## config.mk

```make
export PLATFORM = sky130hd
export DESIGN_NAME = mac_loopback
export DESIGN_NICKNAME = d
export VERILOG_FILES = /design/src/logic/loopback_pkg.sv /design/src/logic/reg_map_pkg.sv /design/src/logic/frame_stats.sv /design/src/logic/loopback_regs.sv /design/src/logic/mac_loopback.sv /design/src/logic/xgmac_address_swap.sv
export SDC_FILE = /design/constraint.sdc
export NUM_CORES = 1
export LEC_CHECK = 0
export BUFFER_PORTS_ARGS = -buffer_cell sky130_fd_sc_hd__buf_2
export CORE_MARGIN = 2
export CORE_UTILIZATION = 60
export DETAILED_ROUTE_END_ITERATION = 7
export PLACE_DENSITY = 0.85
export SYNTH_ARGS = -nofsm -noshare
export SYNTH_HDL_FRONTEND = slang
export SYNTH_SLANG_ARGS = --single-unit
```

## constraint.sdc

```tcl
create_clock -name clk -period 11.3 [get_ports clk]
set_clock_uncertainty 0.05 [all_clocks]
set_input_delay 1.695 -clock clk [delete_from_list [all_inputs] [get_ports clk]]
set_output_delay 1.695 -clock clk [all_outputs]
set_load 0.005 [all_outputs]
```

## src/logic/loopback_pkg.sv

```systemverilog
// Stream geometry for a little-endian 64-bit AXI-stream; the MAC header must fit in two beats
package loopback_pkg;

   // Stream geometry
   localparam int data_w = 64;              // AXI-stream data width
   localparam int keep_w = data_w / 8;      // One keep bit per byte
   localparam int byte_w = data_w / keep_w; // Bits per byte lane

   // Ethernet header layout, in bytes from frame start
   localparam int mac_bytes = 6; // One MAC address
   localparam int dst_ofs   = 0; // Destination MAC
   localparam int src_ofs   = 6; // Source MAC follows directly

   // Address swap pipeline state
   // Idle leaves the hold register empty
   // First_held keeps beat 0 until beat 1 arrives
   // Streaming holds a later beat, or a one-beat frame
   typedef enum logic [1:0] {
      swap_idle       = 2'd0,
      swap_first_held = 2'd1,
      swap_streaming  = 2'd2
   } swap_state_e;

endpackage

```

## src/logic/reg_map_pkg.sv

```systemverilog
// Register map of the bus2ip slave; 32-bit registers on word addresses, unmapped ones flag an error
package reg_map_pkg;

   localparam int addr_w = 11; // bus2ip_addr width
   localparam int reg_w  = 32; // Register and bus data width
   localparam int cnt_w  = 32; // Frame counters, saturating

   localparam logic [reg_w-1:0] core_id = 32'h4c50_0100; // "LP" v1.0

   // Control register bits
   localparam int ctrl_swap_en_bit = 0; // Resets to 1
   localparam int ctrl_clear_bit   = 1; // Self-clearing

   // Mapped registers
   typedef enum logic [addr_w-1:0] {
      reg_id        = 11'h000, // RO
      reg_ctrl      = 11'h004, // RW
      reg_rx_good   = 11'h008, // RO
      reg_rx_bad    = 11'h00C, // RO
      reg_tx_frames = 11'h010  // RO
   } reg_addr_e;

   // Access kind, from bus2ip_rnw
   typedef enum logic {
      bus_write = 1'b0,
      bus_read  = 1'b1
   } bus_op_e;

endpackage

```

## src/logic/frame_stats.sv

```systemverilog
// Counts frames on their accepted last beat; counters saturate and a clear wins over any event
`timescale 1ns/1ps

module frame_stats (
   input  logic                           clk,
   input  logic                           rst_n,
   input  logic                           stats_clear,
   input  logic                           rx_axis_tvalid,
   input  logic                           rx_axis_tready,
   input  logic                           rx_axis_tlast,
   input  logic                           rx_axis_tuser,
   input  logic                           tx_axis_tvalid,
   input  logic                           tx_axis_tready,
   input  logic                           tx_axis_tlast,
   output logic [reg_map_pkg::cnt_w-1:0]  rx_good,
   output logic [reg_map_pkg::cnt_w-1:0]  rx_bad,
   output logic [reg_map_pkg::cnt_w-1:0]  tx_frames
);
   import reg_map_pkg::*;

   logic rx_done; // Last rx beat taken
   logic tx_done; // Last tx beat taken

   // Hold at all ones instead of wrapping
   function automatic logic [cnt_w-1:0] sat_inc(input logic [cnt_w-1:0] cnt);
      return (&cnt) ? cnt : cnt + 1'b1;
   endfunction

   assign rx_done = rx_axis_tvalid && rx_axis_tready && rx_axis_tlast;
   assign tx_done = tx_axis_tvalid && tx_axis_tready && tx_axis_tlast;

   always_ff @(posedge clk) begin
      if (!rst_n || stats_clear) begin
         rx_good   <= '0;
         rx_bad    <= '0;
         tx_frames <= '0;
      end else begin
         if (rx_done && rx_axis_tuser) begin
            rx_good <= sat_inc(rx_good); // tuser marks a good FCS
         end
         if (rx_done && !rx_axis_tuser) begin
            rx_bad <= sat_inc(rx_bad);
         end
         if (tx_done) begin
            tx_frames <= sat_inc(tx_frames);
         end
      end
   end

   // Clear beats a coincident increment
   a_clear_wins: assert property (@(posedge clk) disable iff (!rst_n)
      stats_clear && (rx_done || tx_done) |=>
         (rx_good == '0) && (rx_bad == '0) && (tx_frames == '0));

endmodule

```

## src/logic/loopback_regs.sv

```systemverilog
// bus2ip slave; cs must be a one-cycle pulse, answered one cycle later by rdack or wrack
`timescale 1ns/1ps

module loopback_regs (
   input  logic                           clk,
   input  logic                           rst_n,
   input  logic [reg_map_pkg::addr_w-1:0] bus2ip_addr,
   input  logic [reg_map_pkg::reg_w-1:0]  bus2ip_data,
   input  logic                           bus2ip_cs,
   input  logic                           bus2ip_rnw,
   output logic [reg_map_pkg::reg_w-1:0]  ip2bus_data,
   output logic                           ip2bus_rdack,
   output logic                           ip2bus_wrack,
   output logic                           ip2bus_error,
   input  logic [reg_map_pkg::cnt_w-1:0]  rx_good,
   input  logic [reg_map_pkg::cnt_w-1:0]  rx_bad,
   input  logic [reg_map_pkg::cnt_w-1:0]  tx_frames,
   output logic                           swap_en,
   output logic                           stats_clear
);
   import reg_map_pkg::*;

   bus_op_e          op;
   reg_addr_e        addr;
   logic             mapped; // Address hits a register
   logic [reg_w-1:0] rd_val;
   logic             ctrl_wr;

   assign op      = bus2ip_rnw ? bus_read : bus_write;
   assign addr    = reg_addr_e'(bus2ip_addr);
   assign ctrl_wr = bus2ip_cs && (op == bus_write) && (addr == reg_ctrl);

   // Read mux, zero on a miss
   always_comb begin
      mapped = 1'b1;
      rd_val = '0;
      case (addr)
         reg_id:        rd_val = core_id;
         reg_ctrl:      rd_val[ctrl_swap_en_bit] = swap_en; // Clear bit reads 0
         reg_rx_good:   rd_val[cnt_w-1:0] = rx_good;
         reg_rx_bad:    rd_val[cnt_w-1:0] = rx_bad;
         reg_tx_frames: rd_val[cnt_w-1:0] = tx_frames;
         default:       mapped = 1'b0;
      endcase
   end

   // Acks one cycle after cs
   always_ff @(posedge clk) begin
      if (!rst_n) begin
         ip2bus_rdack <= 1'b0;
         ip2bus_wrack <= 1'b0;
         ip2bus_error <= 1'b0;
      end else begin
         ip2bus_rdack <= bus2ip_cs && (op == bus_read);
         ip2bus_wrack <= bus2ip_cs && (op == bus_write);
         ip2bus_error <= bus2ip_cs && !mapped;
      end
   end

   always_ff @(posedge clk) begin
      if (bus2ip_cs && (op == bus_read)) begin
         ip2bus_data <= rd_val;
      end
   end

   // Control register; clear pulses alongside wrack
   always_ff @(posedge clk) begin
      if (!rst_n) begin
         swap_en     <= 1'b1;
         stats_clear <= 1'b0;
      end else begin
         stats_clear <= ctrl_wr && bus2ip_data[ctrl_clear_bit];
         if (ctrl_wr) begin
            swap_en <= bus2ip_data[ctrl_swap_en_bit];
         end
      end
   end

   a_ack_excl: assert property (@(posedge clk) disable iff (!rst_n)
      !(ip2bus_rdack && ip2bus_wrack));

   // One ack per access, then quiet
   a_one_ack: assert property (@(posedge clk) disable iff (!rst_n)
      bus2ip_cs |=> (ip2bus_rdack != ip2bus_wrack) ##1 !(ip2bus_rdack || ip2bus_wrack));

endmodule

```

## src/logic/mac_loopback.sv

```systemverilog
// Single-clock loopback core; MAC/PHY sits outside, swap on by default after reset
`timescale 1ns/1ps

module mac_loopback (
   input  logic                            clk,
   input  logic                            rst_n,
   input  logic [loopback_pkg::data_w-1:0] rx_axis_tdata,
   input  logic [loopback_pkg::keep_w-1:0] rx_axis_tkeep,
   input  logic                            rx_axis_tlast,
   input  logic                            rx_axis_tuser,
   input  logic                            rx_axis_tvalid,
   output logic                            rx_axis_tready,
   output logic [loopback_pkg::data_w-1:0] tx_axis_tdata,
   output logic [loopback_pkg::keep_w-1:0] tx_axis_tkeep,
   output logic                            tx_axis_tlast,
   output logic                            tx_axis_tvalid,
   input  logic                            tx_axis_tready,
   input  logic [reg_map_pkg::addr_w-1:0]  bus2ip_addr,
   input  logic [reg_map_pkg::reg_w-1:0]   bus2ip_data,
   input  logic                            bus2ip_cs,
   input  logic                            bus2ip_rnw,
   output logic [reg_map_pkg::reg_w-1:0]   ip2bus_data,
   output logic                            ip2bus_rdack,
   output logic                            ip2bus_wrack,
   output logic                            ip2bus_error
);
   import reg_map_pkg::*;

   logic             swap_en;     // From control reg
   logic             stats_clear; // One-cycle pulse
   logic [cnt_w-1:0] rx_good;
   logic [cnt_w-1:0] rx_bad;
   logic [cnt_w-1:0] tx_frames;

   xgmac_address_swap u_swap (
      .clk            (clk),
      .rst_n          (rst_n),
      .swap_en        (swap_en),
      .rx_axis_tdata  (rx_axis_tdata),
      .rx_axis_tkeep  (rx_axis_tkeep),
      .rx_axis_tlast  (rx_axis_tlast),
      .rx_axis_tvalid (rx_axis_tvalid),
      .rx_axis_tready (rx_axis_tready),
      .tx_axis_tdata  (tx_axis_tdata),
      .tx_axis_tkeep  (tx_axis_tkeep),
      .tx_axis_tlast  (tx_axis_tlast),
      .tx_axis_tvalid (tx_axis_tvalid),
      .tx_axis_tready (tx_axis_tready)
   );

   // Taps both handshakes at the ports
   frame_stats u_stats (
      .clk            (clk),
      .rst_n          (rst_n),
      .stats_clear    (stats_clear),
      .rx_axis_tvalid (rx_axis_tvalid),
      .rx_axis_tready (rx_axis_tready),
      .rx_axis_tlast  (rx_axis_tlast),
      .rx_axis_tuser  (rx_axis_tuser),
      .tx_axis_tvalid (tx_axis_tvalid),
      .tx_axis_tready (tx_axis_tready),
      .tx_axis_tlast  (tx_axis_tlast),
      .rx_good        (rx_good),
      .rx_bad         (rx_bad),
      .tx_frames      (tx_frames)
   );

   loopback_regs u_regs (
      .clk          (clk),
      .rst_n        (rst_n),
      .bus2ip_addr  (bus2ip_addr),
      .bus2ip_data  (bus2ip_data),
      .bus2ip_cs    (bus2ip_cs),
      .bus2ip_rnw   (bus2ip_rnw),
      .ip2bus_data  (ip2bus_data),
      .ip2bus_rdack (ip2bus_rdack),
      .ip2bus_wrack (ip2bus_wrack),
      .ip2bus_error (ip2bus_error),
      .rx_good      (rx_good),
      .rx_bad       (rx_bad),
      .tx_frames    (tx_frames),
      .swap_en      (swap_en),
      .stats_clear  (stats_clear)
   );

endmodule

```

## src/logic/xgmac_address_swap.sv

```systemverilog
// Needs frames of two beats or more with 12 valid header bytes; one-beat frames pass untouched
`timescale 1ns/1ps

module xgmac_address_swap (
   input  logic                            clk,
   input  logic                            rst_n,
   input  logic                            swap_en,
   input  logic [loopback_pkg::data_w-1:0] rx_axis_tdata,
   input  logic [loopback_pkg::keep_w-1:0] rx_axis_tkeep,
   input  logic                            rx_axis_tlast,
   input  logic                            rx_axis_tvalid,
   output logic                            rx_axis_tready,
   output logic [loopback_pkg::data_w-1:0] tx_axis_tdata,
   output logic [loopback_pkg::keep_w-1:0] tx_axis_tkeep,
   output logic                            tx_axis_tlast,
   output logic                            tx_axis_tvalid,
   input  logic                            tx_axis_tready
);
   import loopback_pkg::*;

   swap_state_e         state;
   swap_state_e         state_nxt;
   logic [data_w-1:0]   hold_data;   // The one held beat
   logic [keep_w-1:0]   hold_keep;
   logic                hold_last;
   logic                frame_swap;  // swap_en taken at frame start
   logic                out_free;    // Output reg can take a beat
   logic                rx_fire;     // rx handshake
   logic                hold_leaves; // Held beat moves to output
   logic                sof;         // Next accepted beat starts a frame
   logic                first_pair;  // Beat 0 held and swapping
   logic [2*data_w-1:0] pair;        // Beat 1 over beat 0
   logic [2*data_w-1:0] swapped;

   // Output register empty or draining this cycle
   assign out_free = !tx_axis_tvalid || tx_axis_tready;

   // Empty hold always accepts; full hold only if it can leave now
   assign rx_axis_tready = (state == swap_idle) || out_free;
   assign rx_fire        = rx_axis_tvalid && rx_axis_tready;

   // A last beat leaves alone, any other one waits for its successor
   assign hold_leaves = (state != swap_idle) && out_free && (hold_last || rx_axis_tvalid);

   // hold_last is stale in idle but sof is true there anyway
   assign sof        = (state == swap_idle) || hold_last;
   assign first_pair = (state == swap_first_held) && frame_swap;

   // Header bytes 0-15 across the two beats
   assign pair = {rx_axis_tdata, hold_data};

   always_comb begin
      swapped = pair;
      for (int i = 0; i < mac_bytes; i++) begin
         swapped[(dst_ofs + i)*byte_w +: byte_w] = pair[(src_ofs + i)*byte_w +: byte_w];
         swapped[(src_ofs + i)*byte_w +: byte_w] = pair[(dst_ofs + i)*byte_w +: byte_w];
      end
   end

   always_comb begin
      state_nxt = state;
      if (rx_fire) begin
         if (!sof || rx_axis_tlast) begin
            state_nxt = swap_streaming; // Later beat, or single-beat frame
         end else begin
            state_nxt = swap_first_held;
         end
      end else if (hold_leaves) begin
         state_nxt = swap_idle;         // Last beat gone, nothing behind it
      end
   end

   always_ff @(posedge clk) begin
      if (!rst_n) begin
         state      <= swap_idle;
         frame_swap <= 1'b1;
      end else begin
         state <= state_nxt;
         if (rx_fire && sof) begin
            frame_swap <= swap_en; // Fixed for the whole frame
         end
      end
   end

   // Hold register; beat 1 already gets its rewritten bytes 0-3
   always_ff @(posedge clk) begin
      if (rx_fire) begin
         hold_data <= first_pair ? swapped[2*data_w-1:data_w] : rx_axis_tdata;
         hold_keep <= rx_axis_tkeep;
         hold_last <= rx_axis_tlast;
      end
   end

   always_ff @(posedge clk) begin
      if (!rst_n) begin
         tx_axis_tvalid <= 1'b0;
      end else if (hold_leaves) begin
         tx_axis_tvalid <= 1'b1;
      end else if (tx_axis_tready) begin
         tx_axis_tvalid <= 1'b0; // Drained, nothing new
      end
   end

   // Output payload
   always_ff @(posedge clk) begin
      if (hold_leaves) begin
         tx_axis_tdata <= first_pair ? swapped[data_w-1:0] : hold_data;
         tx_axis_tkeep <= hold_keep;
         tx_axis_tlast <= hold_last;
      end
   end

   // Stalled output beat stays put
   a_tx_stable: assert property (@(posedge clk) disable iff (!rst_n)
      tx_axis_tvalid && !tx_axis_tready |=>
         tx_axis_tvalid && $stable(tx_axis_tdata) && $stable(tx_axis_tkeep)
         && $stable(tx_axis_tlast));

   // Full hold behind a stalled output takes nothing
   a_no_accept_full: assert property (@(posedge clk) disable iff (!rst_n)
      (state inside {swap_first_held, swap_streaming}) && tx_axis_tvalid && !tx_axis_tready
         |-> !rx_fire);

endmodule

```

Yosys cells after proc, flatten, opt, wreduce, memory -nomap -nowiden

Cells that the tools add are included.
Widths: inputs -> output; s select.

Output and inout bits: 110
Flip-flop bits (word level): 283
Word-level logic and storage cells: 79

Equal/unequal tests: 5
Bitwise operators: 4
Reductions and logical operators: 38
Muxes and demuxes: 11
Add/sub/neg operators: 3

Operator list:

| operator              | count |
|---|---|
| $pmux 31 s4           | 1 |
| $add 32x1->32 const B | 3 |
| $reduce_and 32->1     | 3 |
| $mux 64               | 1 |
| $mux 32               | 1 |
| $eq 11x4->1 const B   | 2 |
| $logic_and 1x1->1     | 15 |
| $eq 11x3->1 const B   | 1 |
| $eq 11x5->1 const B   | 1 |
| $logic_not 11->1      | 1 |
| $logic_or 1x1->1      | 6 |
| $mux 2                | 3 |
| $reduce_and 2->1      | 3 |
| $reduce_bool 2->1     | 3 |
| $logic_not 1->1       | 5 |
| $reduce_or 5->1       | 1 |
| $mux 1                | 4 |
| $not 1->1             | 4 |
| $pmux 1 s4            | 1 |
| $eq 2x1->1 const B    | 1 |
| $logic_not 2->1       | 1 |

Depth between registers and ports, before layout

Gate-level depths: netlist of run 1.

Depth in word-level cells: 7
Mapped depth: 8
Gate-level depth less buffers: 6

By module

A second synthesis of run 1 with hierarchy kept.

Cell total of the unflattened synthesis: 1042
Area, all modules: 12942.4 um2

By module, submodules not included:

| module             | cells each | area an instance (um2) | instances |
|---|---|---|---|
| xgmac_address_swap | 279        | 5930.7                 | 1 |
| frame_stats        | 621        | 5008.6                 | 1 |
| loopback_regs      | 142        | 2003.2                 | 1 |

Least setup slack after synthesis of run 1

Ideal clock, no wire load.

Kind: input to register
Start: in tx_axis_tready
End: reg u_swap.frame_swap
Setup slack: 4542 ps
Data arrival time: 6580 ps
Path buffers: 1
Cell stages on the path: 6
Cell sequence: nor2b_1 clkbuf_1 a21oi_1 o21ai_0 mux2i_1 nand2_1

Word-level cells in the longest chain between the ends: 4

Ends and longest elaborated chain:

| element                  | RTL line                 | source |
|---|---|---|
| start, declared          | mac_loopback.sv:17       | `input logic tx_axis_tready,` |
| $logic_or 1x1->1         | xgmac_address_swap.sv:36 | `assign out_free = !tx_axis_tvalid \|\| tx_axis_tready;` |
| $logic_or 1x1->1         | xgmac_address_swap.sv:39 | `assign rx_axis_tready = (state == swap_idle) \|\| out_free;` |
| $logic_and 1x1->1        | xgmac_address_swap.sv:40 | `assign rx_fire = rx_axis_tvalid && rx_axis_tready;` |
| named net u_swap.rx_fire | xgmac_address_swap.sv:28 | `logic rx_fire;` |
| $logic_and 1x1->1        | xgmac_address_swap.sv:79 | `if (rx_fire && sof) begin` |
| end signal, assigned     | xgmac_address_swap.sv:80 | `frame_swap <= swap_en;` |
| end, declared            | xgmac_address_swap.sv:26 | `logic frame_swap;` |

The timed path passes the listed nets, and every way through them passes these cells.
A chain may end at the register's enable or synchronous reset.

Worst setup path in the final report of run 1

Start: in tx_axis_tready
End: out rx_axis_tready

Word-level cells in the longest chain between the ends: 2

Ends and longest elaborated chain:

| element          | RTL line                 | source |
|---|---|---|
| $logic_or 1x1->1 | xgmac_address_swap.sv:36 |  |
| $logic_or 1x1->1 | xgmac_address_swap.sv:39 |  |
| end, declared    | mac_loopback.sv:12       | `output logic rx_axis_tready,` |

No other way between the ends.

==> results.py, run 1 <==
metrics = {
    "floorplan": {
        "dieWidth_um": 147,
        "ios": 233,
        "fp-row-count": 52,
        "initial_core_util": 0.611,
        "die_area_um2": 21700,
        "die_y_um": 147,
        "core_area_um2": 20200,
    },
    "layout": {
        "fin_cells": 1501,
        "finish.instance_area_um2": 14600,
        "area_growth_pct": 18.4,
        "drive_gt1_frac": 0.304,
        "fin_nets": 1334,
    },
    "placed_design": {
        "placed_area_um2": 13600,
        "gp_congestion": 0.873,
        "pre_cts_ws_ns": 6.78,
        "io_buffer_count": 202,
        "dp_cells": 1447,
        "dp.final_hpwl_mm": 20.6,
    },
    "timing": {
        "setup_violations": 0,
        "period_needed_ns": 4.56,
        "fin_setup_tns_ns": 0,
        "slew_violations": 0,
        "max_slew_margin": 0.216,
        "max_freq_mhz": 219,
        "fin_ws_ns": 6.74,
        "rsz0062_at_grt": "false",
        "timing_hold_violations_final": 0,
        "tightest_slew_ns": 1.17,
        "period_share": 0.404,
    },
    "pwr": {
        "vdd_drop_max_uv": 87.4,
        "seqPwrFrac": 0.520,
        "comb_power_share": 0.058,
        "internal-power_uw": 1780,
        "leakage_uw": 0.00523,
        "p_per_area_nw_per_um2": 154,
        "swShare": 0.210,
        "p_switching_uw": 473,
        "clockPowerShare": 0.422,
    },
    "clocking": {
        "cts_num_sinks": 283,
        "ctsHoldBuffers": 0,
        "cts_buffer_depth": 3,
        "cts_made_buffers": 29,
        "path_clk_slew_ns": 0.06,
        "cts_setup_buffers": 0,
        "clk_latency_ns": 0.54,
        "cts_max_level": 1,
        "cts_resized": 0,
        "cts_tree": "built",
        "clockRootBuffer": "clkbuf_16",
    },
    "route": {
        "vias": 9521,
        "vias_per_cell": 6.34,
        "ant_nets": 0,
        "routedWlPerCell_um": 20.5,
        "drt_drc_violations_left": 0,
        "dr.pass1.iters": 7,
        "drt-total-wl_mm": 30.8,
        "drt_iter0_drc": 1009,
    },
    "synthesis": {
        "yosys.area_share.simple": 0.155,
        "synthMuxAreaShare": 0.102,
        "post-synth-top-count-cell": "edfxtp_1",
        "syn_nets": 1138,
        "synth_edf_count": 178,
        "ys_seq_area_frac": 0.604,
        "yosysWarnings": 0,
        "synth_compound_area_frac": 0.100,
        "syn_inst": 1012,
        "synth_top_cell_area_share": 0.434,
        "synth.distinct_cells": 58,
        "synth_fa_ha_area_frac": 0.00305,
        "synth_top_family_by_area": "simple AND/OR/NAND/NOR gates",
        "synth_largest_area_cell": "edfxtp_1",
        "synthTopCellsByArea": "edfxtp_1 (43%), dfxtp_1 (17%), mux2_2 (8.8%)",
        "synth_commonest_cells": "edfxtp_1 (178), dfxtp_1 (105), mux2_2 (96)",
        "ys_ff_latch": 283,
        "postSynthAreaPerCell_um2": 12.2,
        "synth_flop_cell": "edfxtp_1",
        "syn_area_um2": 12300,
        "async_reset_ff_frac": 0,
        "synthXorXnorAreaFrac": 0.00924,
    },
    "grt": {
        "overflow": 0,
        "grt_first_pass_wirelength_mm": 47.3,
        "grt_pass1_vias": 8919,
        "grt_max_degree": 76,
        "antenna_found_initial": 2,
        "grt.total_usage": 0.273,
    },
    "hold_path": {
        "hp-class": "register to register",
        "min_path_cells": 0,
    },
    "setup_path": {
        "crit_fanout": 8,
        "end_kind": "output pin",
        "path_class": "primary input to output pin",
        "reg2reg_depth": 5,
        "arrival_ns": 2.82,
        "startpoint_type": "primary input",
        "crit_required_ns": 9.56,
    },
    "outcome": {
        "status": "complete, no violations",
    },
    "run": {
        "maxCapViolations": 0,
    },
}
-- through the flow --
step / hold slack [ns] / total power (uW) / util
after floorplan: 0.350 / 1250 / -
after global placement: 0.351 / 1310 / 0.676
after detailed placement: 0.357 / 1320 / 0.676
after CTS: 0.371 / 2260 / 0.723
after global routing: 0.377 / 2320 / 0.723
final: 0.371 / 2250 / 0.723
-- worst max-delay path, cell delays in order --
cell and delay (ns):
buf_2 0.12, nor2b_1 0.57, nand2_1 0.24, buf_2 0.20
-- worst paths after layout --
kind	slack [ns]	start	end
max	6.74	tx_axis_tready	rx_axis_tready
min	0.37	u_swap.hold_keep[0]$_DFFE_PP_	u_swap.tx_axis_tkeep[0]$_DFFE_PP_
max reg2reg	8.20	u_stats.tx_frames[19]$_SDFFE_PP0P_	u_stats.tx_frames[4]$_SDFFE_PP0P_
min reg2reg	0.37	u_swap.hold_keep[0]$_DFFE_PP_	u_swap.tx_axis_tkeep[0]$_DFFE_PP_
-- power by group through the flow --
stage | clock network (uW) | logic [uW] | registers (uW)
global route | 1000 | 141 | 1170
CTS | 955 | 132 | 1170
detailed placement | 0 | 129 | 1190
finish | 949 | 131 | 1170
global placement | 0 | 125 | 1190
floorplan | 0 | 62.9 | 1190
-- flip-flops by register name, indices dropped and copies added (netlist names), 2 cells and up --
register / count
u_regs.ip2bus_data: 32
u_stats.rx_bad: 32
u_stats.rx_good: 32
u_stats.tx_frames: 32
u_swap.hold_data: 64
u_swap.hold_keep: 8
u_swap.state: 2
u_swap.tx_axis_tdata: 64
u_swap.tx_axis_tkeep: 8
-- cells in the final DEF (no fill, tap or decap), types with 7 or more instances in the layout --
master / synthesis / final
and4_1: 7 / 7
xor2_1: 9 / 9
nand4_1: 31 / 31
nand2b_1: 16 / 15
clkbuf_16: 0 / 29
mux2_2: 96 / 96
buf_2: 4 / 202
a222oi_1: 26 / 26
nand3_1: 38 / 38
nor3_1: 13 / 13
clkinv_1: 0 / 7
or4_1: 34 / 34
or3_1: 33 / 33
o21ai_0: 35 / 35
nand2_1: 72 / 72
inv_1: 36 / 36
buf_4: 0 / 12
o211ai_1: 8 / 8
nor2_1: 29 / 28
edfxtp_1: 178 / 178
o31ai_1: 27 / 27
dfxtp_1: 105 / 105
nor4_1: 17 / 15
a21oi_1: 58 / 57
mux2i_1: 17 / 17
clkbuf_1: 40 / 7
-- cell families after synthesis --
logic type,after synthesis
buffers and inverters,85
and+or+nand+nor,331
xor gates and xnor gates,13
DFF,283
muxes,113
adders and majority gates,3
AOI/OAI and AO/OA,184
-- layout make-up --
class / instances / area, um^2
sequential: 283 / 7450
fill: 1354 / 5580
multi-input combinational: 644 / 4620
timing repair buffer: 214 / 1100
clock buffer: 37 / 766
tap: 270 / 338
clock inverter: 16 / 174
inverter: 36 / 135
antenna: 1 / 2.50
-- layer usage --
layer  routed length, um  vias up  share of wire  track usage
li1                    -     4350              -            -
met5                   0        -              0            0
met2               15200      476           0.50        0.467
met1               12000     4625           0.39        0.360
met3                2660       70          0.087       0.0438
met4                 867        0          0.028       0.0880
Power figures use the tool's default switching activity.
==> inputs of run 2 (changes only) <==
--- a/config.mk
+++ b/config.mk
@@ -5,11 +5,12 @@
 export SDC_FILE = /design/constraint.sdc
 export NUM_CORES = 1
 export LEC_CHECK = 0
+export ABC_AREA = 1
 export BUFFER_PORTS_ARGS = -buffer_cell sky130_fd_sc_hd__buf_2
 export CORE_MARGIN = 2
-export CORE_UTILIZATION = 60
+export CORE_UTILIZATION = 56
 export DETAILED_ROUTE_END_ITERATION = 7
-export PLACE_DENSITY = 0.85
+export PLACE_DENSITY = 0.8
 export SYNTH_ARGS = -nofsm -noshare
 export SYNTH_HDL_FRONTEND = slang
 export SYNTH_SLANG_ARGS = --single-unit
==> constraint.sdc (replaced) <==
create_clock -name clk -period 4.4 [get_ports clk]
set_clock_uncertainty 0.05 [all_clocks]
set_input_delay 0.66 -clock clk [delete_from_list [all_inputs] [get_ports clk]]
set_output_delay 0.66 -clock clk [all_outputs]
set_load 0.005 [all_outputs]
==> run 2 against run 1 <==
Synthesized cell count is 62% higher. Non-clock buffer count shrank 2. Flip-flop and latch count unchanged. Area after synthesis rose by 8.6%. Routed wire length is 12% higher. Hold slack worse by 0.14 ns. First-iteration DRC count is 20% higher. Global-route usage fell by 0.58 points. Critical path type is now register to register. Critical endpoint is now u_stats.rx_bad[5]$_SDFFE_PP0P_. Highest routed layer unchanged.
==> results.py, run 2 <==
metrics = {
    "synthesis": {
        "synthTopCellsByArea": "edfxtp_1 (40%), dfxtp_1 (16%), nand2_1 (12%)",
        "synth_flop_cell": "edfxtp_1",
        "post-synth-top-count-cell": "nand2_1",
        "syn_nets": 1770,
        "yosysWarnings": 0,
        "synth_top_cell_area_share": 0.399,
        "postSynthAreaPerCell_um2": 8.14,
        "async_reset_ff_frac": 0,
        "synth_largest_area_cell": "edfxtp_1",
        "ys_ff_latch": 283,
        "ys_seq_area_frac": 0.556,
        "syn_area_um2": 13400,
        "synth.distinct_cells": 32,
        "synth_edf_count": 178,
        "synth_commonest_cells": "nand2_1 (435), nor2_1 (341), edfxtp_1 (178)",
        "syn_inst": 1644,
    },
    "clocking": {
        "clk_latency_ns": 0.56,
        "path_clk_slew_ns": 0.06,
        "cts_resized": 0,
        "cts_tree": "built",
        "cts_setup_buffers": 0,
        "clockRootBuffer": "clkbuf_16",
        "ctsHoldBuffers": 0,
        "cts_buffer_depth": 3,
        "cts_num_sinks": 283,
        "cts_made_buffers": 30,
        "cts_max_level": 1,
    },
    "pwr": {
        "leakage_uw": 0.00607,
        "p_per_area_nw_per_um2": 364,
        "power_uw": 5630,
        "vdd_drop_max_uv": 350,
    },
    "layout": {
        "drive_gt1_frac": 0.154,
        "final_common_cell": "nand2_1",
        "fin_nets": 1955,
        "finish.instance_area_um2": 15500,
        "fin_util": 0.658,
        "regArea_um2": 7450,
        "area_growth_pct": 15.4,
        "multi_input_area_um2": 5120,
        "reg_top3": "u_swap.hold_data: 64 flops, u_swap.tx_axis_tdata: 64 flops",
        "final_cell_mix": "nand2_1 (435), nor2_1 (338), buf_2 (202), edfxtp_1 (178), a21oi_1 (132)",
        "fillers": 1947,
    },
    "floorplan": {
        "initial_core_util": 0.570,
        "die_area_um2": 25200,
        "fp-row-count": 56,
        "die_y_um": 159,
        "dieWidth_um": 159,
        "core_area_um2": 23500,
        "ios": 233,
    },
    "route": {
        "wl_met2_mm": 16.3,
        "highest_layer": "met4",
        "vias": 11600,
        "vias_per_cell": 5.34,
        "drt_drc_violations_left": 0,
        "drt_iter0_drc": 1206,
        "ant_nets": 0,
        "route.met3.wl_mm": 2.98,
        "dr.pass1.iters": 5,
        "routedWlPerCell_um": 15.8,
        "wl_met1_mm": 13.8,
        "drt-total-wl_mm": 34.4,
    },
    "placed_design": {
        "dp.final_hpwl_mm": 24.7,
        "io_buffer_count": 202,
        "gp_congestion": 0.947,
        "placed_area_um2": 14600,
    },
    "setup_path": {
        "r2r_start": "u_stats.rx_bad[0]$_SDFFE_PP0P_",
        "path_class": "register to register",
        "end_kind": "register",
        "worstReg2RegEnd": "u_stats.rx_bad[5]$_SDFFE_PP0P_",
        "crit_path_frequent_cell": "nand2_2",
        "arrival_ns": 3.23,
        "regToRegSetupSlack_ns": 1.60,
        "cpPeakStageDelay_ns": 0.80,
        "crit_required_ns": 4.83,
        "startpoint_type": "register",
        "critical_path.cell_chain": "ha_1 -> nand2_2 -> nor2_4 -> nand2_2 -> nor2_4 -> nand3_2 -> nand2_2 -> nand2_1 -> a21oi_1",
        "startpoint": "u_stats.rx_bad[0]$_SDFFE_PP0P_",
        "crit_fanout": 56,
        "reg2reg_depth": 9,
        "crit_path_top_delay_cell": "nand3_2",
    },
    "grt": {
        "antenna_found_initial": 5,
        "overflow": 0,
        "grt_first_pass_wirelength_mm": 52.4,
        "grt_max_degree": 104,
        "grt.total_usage": 0.268,
        "grt_pass1_vias": 10400,
    },
    "timing": {
        "timing_hold_violations_final": 0,
        "fin_setup_tns_ns": 0,
        "rsz0062_at_grt": "false",
        "period_share": 0.636,
        "max_freq_mhz": 358,
        "slew_violations": 0,
        "tightest_slew_ns": 1.32,
        "max_slew_margin": 0.113,
        "fin_hold_ws_ns": 0.227,
        "setup_violations": 0,
        "period_needed_ns": 2.80,
    },
    "hold_path": {
        "hp-class": "primary input to register",
        "whs_endpoint": "u_swap.hold_keep[7]$_DFFE_PP_",
        "min-delay-start": "rx_axis_tkeep[7]",
        "min_path_cells": 1,
    },
    "run": {
        "maxCapViolations": 0,
    },
    "outcome": {
        "status": "complete, no violations",
    },
}
[run 2: cell types whose count changed after synthesis, sizes merged, moves of 25 or more]
cell and delta:
nand2 +372, nor2 +319, inv +100, mux2 -96
nand3 +90, a21oi +74, or4 -36, or3 -33
o31ai -27, a222oi -26, buf +25
[run 2: how the worst max path moves through the flow]
stage | end | slack (ns)
floorplan | u_swap.state[0]$_SDFFE_PN0P_ | 1.16
global placement | u_regs.ip2bus_data[24]$_DFFE_PP_ | 1.64
detailed placement | u_regs.ip2bus_data[20]$_DFFE_PP_ | 1.57
CTS | u_stats.rx_bad[1]$_SDFFE_PP0P_ | 1.66
global route | u_stats.rx_bad[1]$_SDFFE_PP0P_ | 1.33
finish | u_stats.rx_bad[5]$_SDFFE_PP0P_ | 1.60
[run 2: cells by family after synthesis]
kind of cell	share of synthesized area
adders and majority gates	0.00280
and+or+nand+nor	0.297
DFF	0.556
buffers and inverters	0.0638
AOI/OAI and AO/OA	0.0730
xor gates and xnor gates	0.00720
[run 2: per-layer routing]
layer / track usage / vias up
met5: 0 / -
met4: 0.112 / 0
met3: 0.0414 / 93
met2: 0.437 / 499
met1: 0.357 / 5286
li1: - / 5756
[run 2: worst max-delay path, delay by kind of cell, from the launching register on]
kind            cells  cell delay [ns]
simple gates        7             1.86
compound gates      1             0.15
flops               1             0.40
fa+ha+maj           1             0.23
[run 2: layout make-up]
cell class | count | share of cell area
flip-flops and latches | 283 | 0.482
clock buffers | 45 | 0.0525
inverters | 137 | 0.0333
multi-input cells | 1165 | 0.331
diodes | 5 | 0.000810
well taps | 319 | 0.0258
clock inverters | 11 | 0.00429
repair buffers | 212 | 0.0703
[run 2: metrics by stage]
stage          instances  worst slack [ns]
6_report            2177              1.60
2_1_floorplan       1644              1.16
3_3_place_gp        2116              1.64
5_1_grt             2177              1.33
3_5_place_dp        2116              1.57
4_1_cts             2172              1.66
[run 2: where the power goes]
group          switching (uW)  internal [uW]
Clock                    1000           1270
Sequential               47.9           2960
Combinational             217            126
==> inputs of run 3 (changes only) <==
--- a/config.mk
+++ b/config.mk
@@ -8,9 +8,9 @@
 export ABC_AREA = 1
 export BUFFER_PORTS_ARGS = -buffer_cell sky130_fd_sc_hd__buf_2
 export CORE_MARGIN = 2
-export CORE_UTILIZATION = 56
+export CORE_UTILIZATION = 51
 export DETAILED_ROUTE_END_ITERATION = 7
-export PLACE_DENSITY = 0.8
+export PLACE_DENSITY = 0.77
 export SYNTH_ARGS = -nofsm -noshare
 export SYNTH_HDL_FRONTEND = slang
 export SYNTH_SLANG_ARGS = --single-unit
==> constraint.sdc (replaced) <==
create_clock -name clk -period 2.4 [get_ports clk]
set_clock_uncertainty 0.05 [all_clocks]
set_input_delay 0.36 -clock clk [delete_from_list [all_inputs] [get_ports clk]]
set_output_delay 0.36 -clock clk [all_outputs]
set_load 0.005 [all_outputs]
==> run 3 against run 2 <==
Setup slack got worse by 1.4 ns. Non-clock buffer count increased by 55. Global-route usage decreased by 0.76 points. Flip-flop and latch count unchanged. Final area increased by 5.3%.
==> results.py, run 3 (synthesized netlist as in run 2, its figures left out) <==
metrics = {
    "outcome": {
        "status": "complete, no violations",
    },
    "pwr": {
        "power_uw": 11200,
        "p_per_area_nw_per_um2": 686,
        "leakage_uw": 0.00640,
        "vdd_drop_max_uv": 653,
    },
    "placed_design": {
        "io_buffer_count": 202,
        "pre_cts_ws_ns": 0.289,
        "gp_congestion": 0.973,
        "dp_cells": 2142,
        "dp.final_hpwl_mm": 25.2,
    },
    "clocking": {
        "cts_buffer_depth": 3,
        "cts_tree": "built",
        "path_clk_slew_ns": 0.06,
        "clockRootBuffer": "clkbuf_16",
        "cts_setup_buffers": 0,
        "cts_resized": 0,
        "cts_made_buffers": 30,
        "clk_latency_ns": 0.56,
        "cts_max_level": 1,
        "cts_num_sinks": 283,
    },
    "timing": {
        "max_freq_mhz": 449,
        "timing_hold_violations_final": 0,
        "rsz0062_at_grt": "false",
        "tightest_slew_ns": 0.547,
        "fin_setup_tns_ns": 0,
        "max_slew_margin": 0.632,
        "period_share": 0.928,
        "slew_violations": 0,
        "fin_ws_ns": 0.173,
        "period_needed_ns": 2.23,
        "setup_violations": 0,
    },
    "layout": {
        "fin_nets": 2010,
        "fin_cells": 2248,
        "fillers": 2098,
        "final_common_cell": "nand2_1",
        "regArea_um2": 7450,
        "final_cell_mix": "nand2_1 (434), nor2_1 (338), buf_2 (202), edfxtp_1 (178), a21oi_1 (132)",
        "multi_input_area_um2": 5120,
        "area_growth_pct": 21.5,
        "drive_gt1_frac": 0.159,
        "fin_util": 0.628,
        "reg_top3": "u_swap.hold_data: 64 flops, u_swap.tx_axis_tdata: 64 flops",
    },
    "route": {
        "vias_per_cell": 5.34,
        "vias": 12000,
        "drt_iter0_drc": 1503,
        "routedWlPerCell_um": 16.2,
        "ant_nets": 0,
        "drt_drc_violations_left": 0,
        "dr.pass1.iters": 6,
        "drt-total-wl_mm": 36.5,
    },
    "floorplan": {
        "fp-row-count": 59,
        "die_area_um2": 27600,
        "core_area_um2": 25900,
        "ios": 233,
        "dieWidth_um": 166,
        "die_y_um": 166,
        "initial_core_util": 0.517,
    },
    "setup_path": {
        "startpoint_type": "register",
        "end_kind": "register",
        "crit_required_ns": 2.81,
        "path_class": "register to register",
        "arrival_ns": 2.63,
        "crit_fanout": 31,
    },
    "run": {
        "maxCapViolations": 0,
    },
    "grt": {
        "grt_first_pass_wirelength_mm": 58.5,
        "grt.total_usage": 0.260,
        "grt_max_degree": 109,
        "grt_pass1_vias": 11300,
        "antenna_found_initial": 5,
        "overflow": 0,
    },
    "hold_path": {
        "hp-class": "primary input to register",
    },
}
[run 3: metal layers]
metal / vias to the layer above / track usage / wire length, um
li1: 5870 / - / -
met5: - / 0 / 0
met1: 5552 / 0.349 / 14900
met4: 0 / 0.0911 / 1310
met3: 88 / 0.0312 / 2810
met2: 504 / 0.438 / 17400
[run 3: area by class of cell]
cell class / count / area share
antenna: 5 / 0.000769
clock buffer: 40 / 0.0516
clock inverter: 16 / 0.0128
inverter: 137 / 0.0318
multi-input combinational: 1165 / 0.315
sequential: 283 / 0.458
tap: 335 / 0.0258
timing repair buffer: 267 / 0.104
[run 3: per-stage QoR]
step	instance area, um^2	hold WS, ns
detailed placement	14800	0.361
global route	16300	0.0207
global placement	14800	0.351
CTS	16300	0.00758
finish	16300	0.0194
floorplan	13400	0.350
[run 3: what timing repair did]
item / in CTS / in global routing
hold endpoints to repair: 44 / 0
setup endpoints to repair: 0 / 0
hold buffers: 45 / 0
[run 3: critical path: stages (launching register included)]
cell     delay [ns]
dfxtp_1        0.43
ha_1           0.26
nand2_2        0.09
nor2_4         0.14
nand2_2        0.13
nor2_4         0.15
nand3_2        0.27
buf_4          0.35
a21oi_1        0.19
nor2_1         0.06
[run 3: final timing paths]
| check | startpoint | endpoint | slack (ns) | cells past startpoint |
|---|---|---|---|---|
| max reg2reg | u_stats.rx_bad[0]$_SDFFE_PP0P_ | u_stats.rx_bad[28]$_SDFFE_PP0P_ | 0.17 | 9 |
| min | rx_axis_tlast | u_swap.hold_last$_DFFE_PP_ | 0.02 | 1 |
| min reg2reg | u_swap.hold_keep[5]$_DFFE_PP_ | u_swap.tx_axis_tkeep[5]$_DFFE_PP_ | 0.37 | 0 |
| max | u_stats.rx_bad[0]$_SDFFE_PP0P_ | u_stats.rx_bad[28]$_SDFFE_PP0P_ | 0.17 | 9 |
[run 3: power by group]
group / internal, uW / total [uW] / switching [uW]
Clock: 2980 / 4920 / 1930
Combinational: 292 / 715 / 423
Sequential: 5430 / 5520 / 89.2
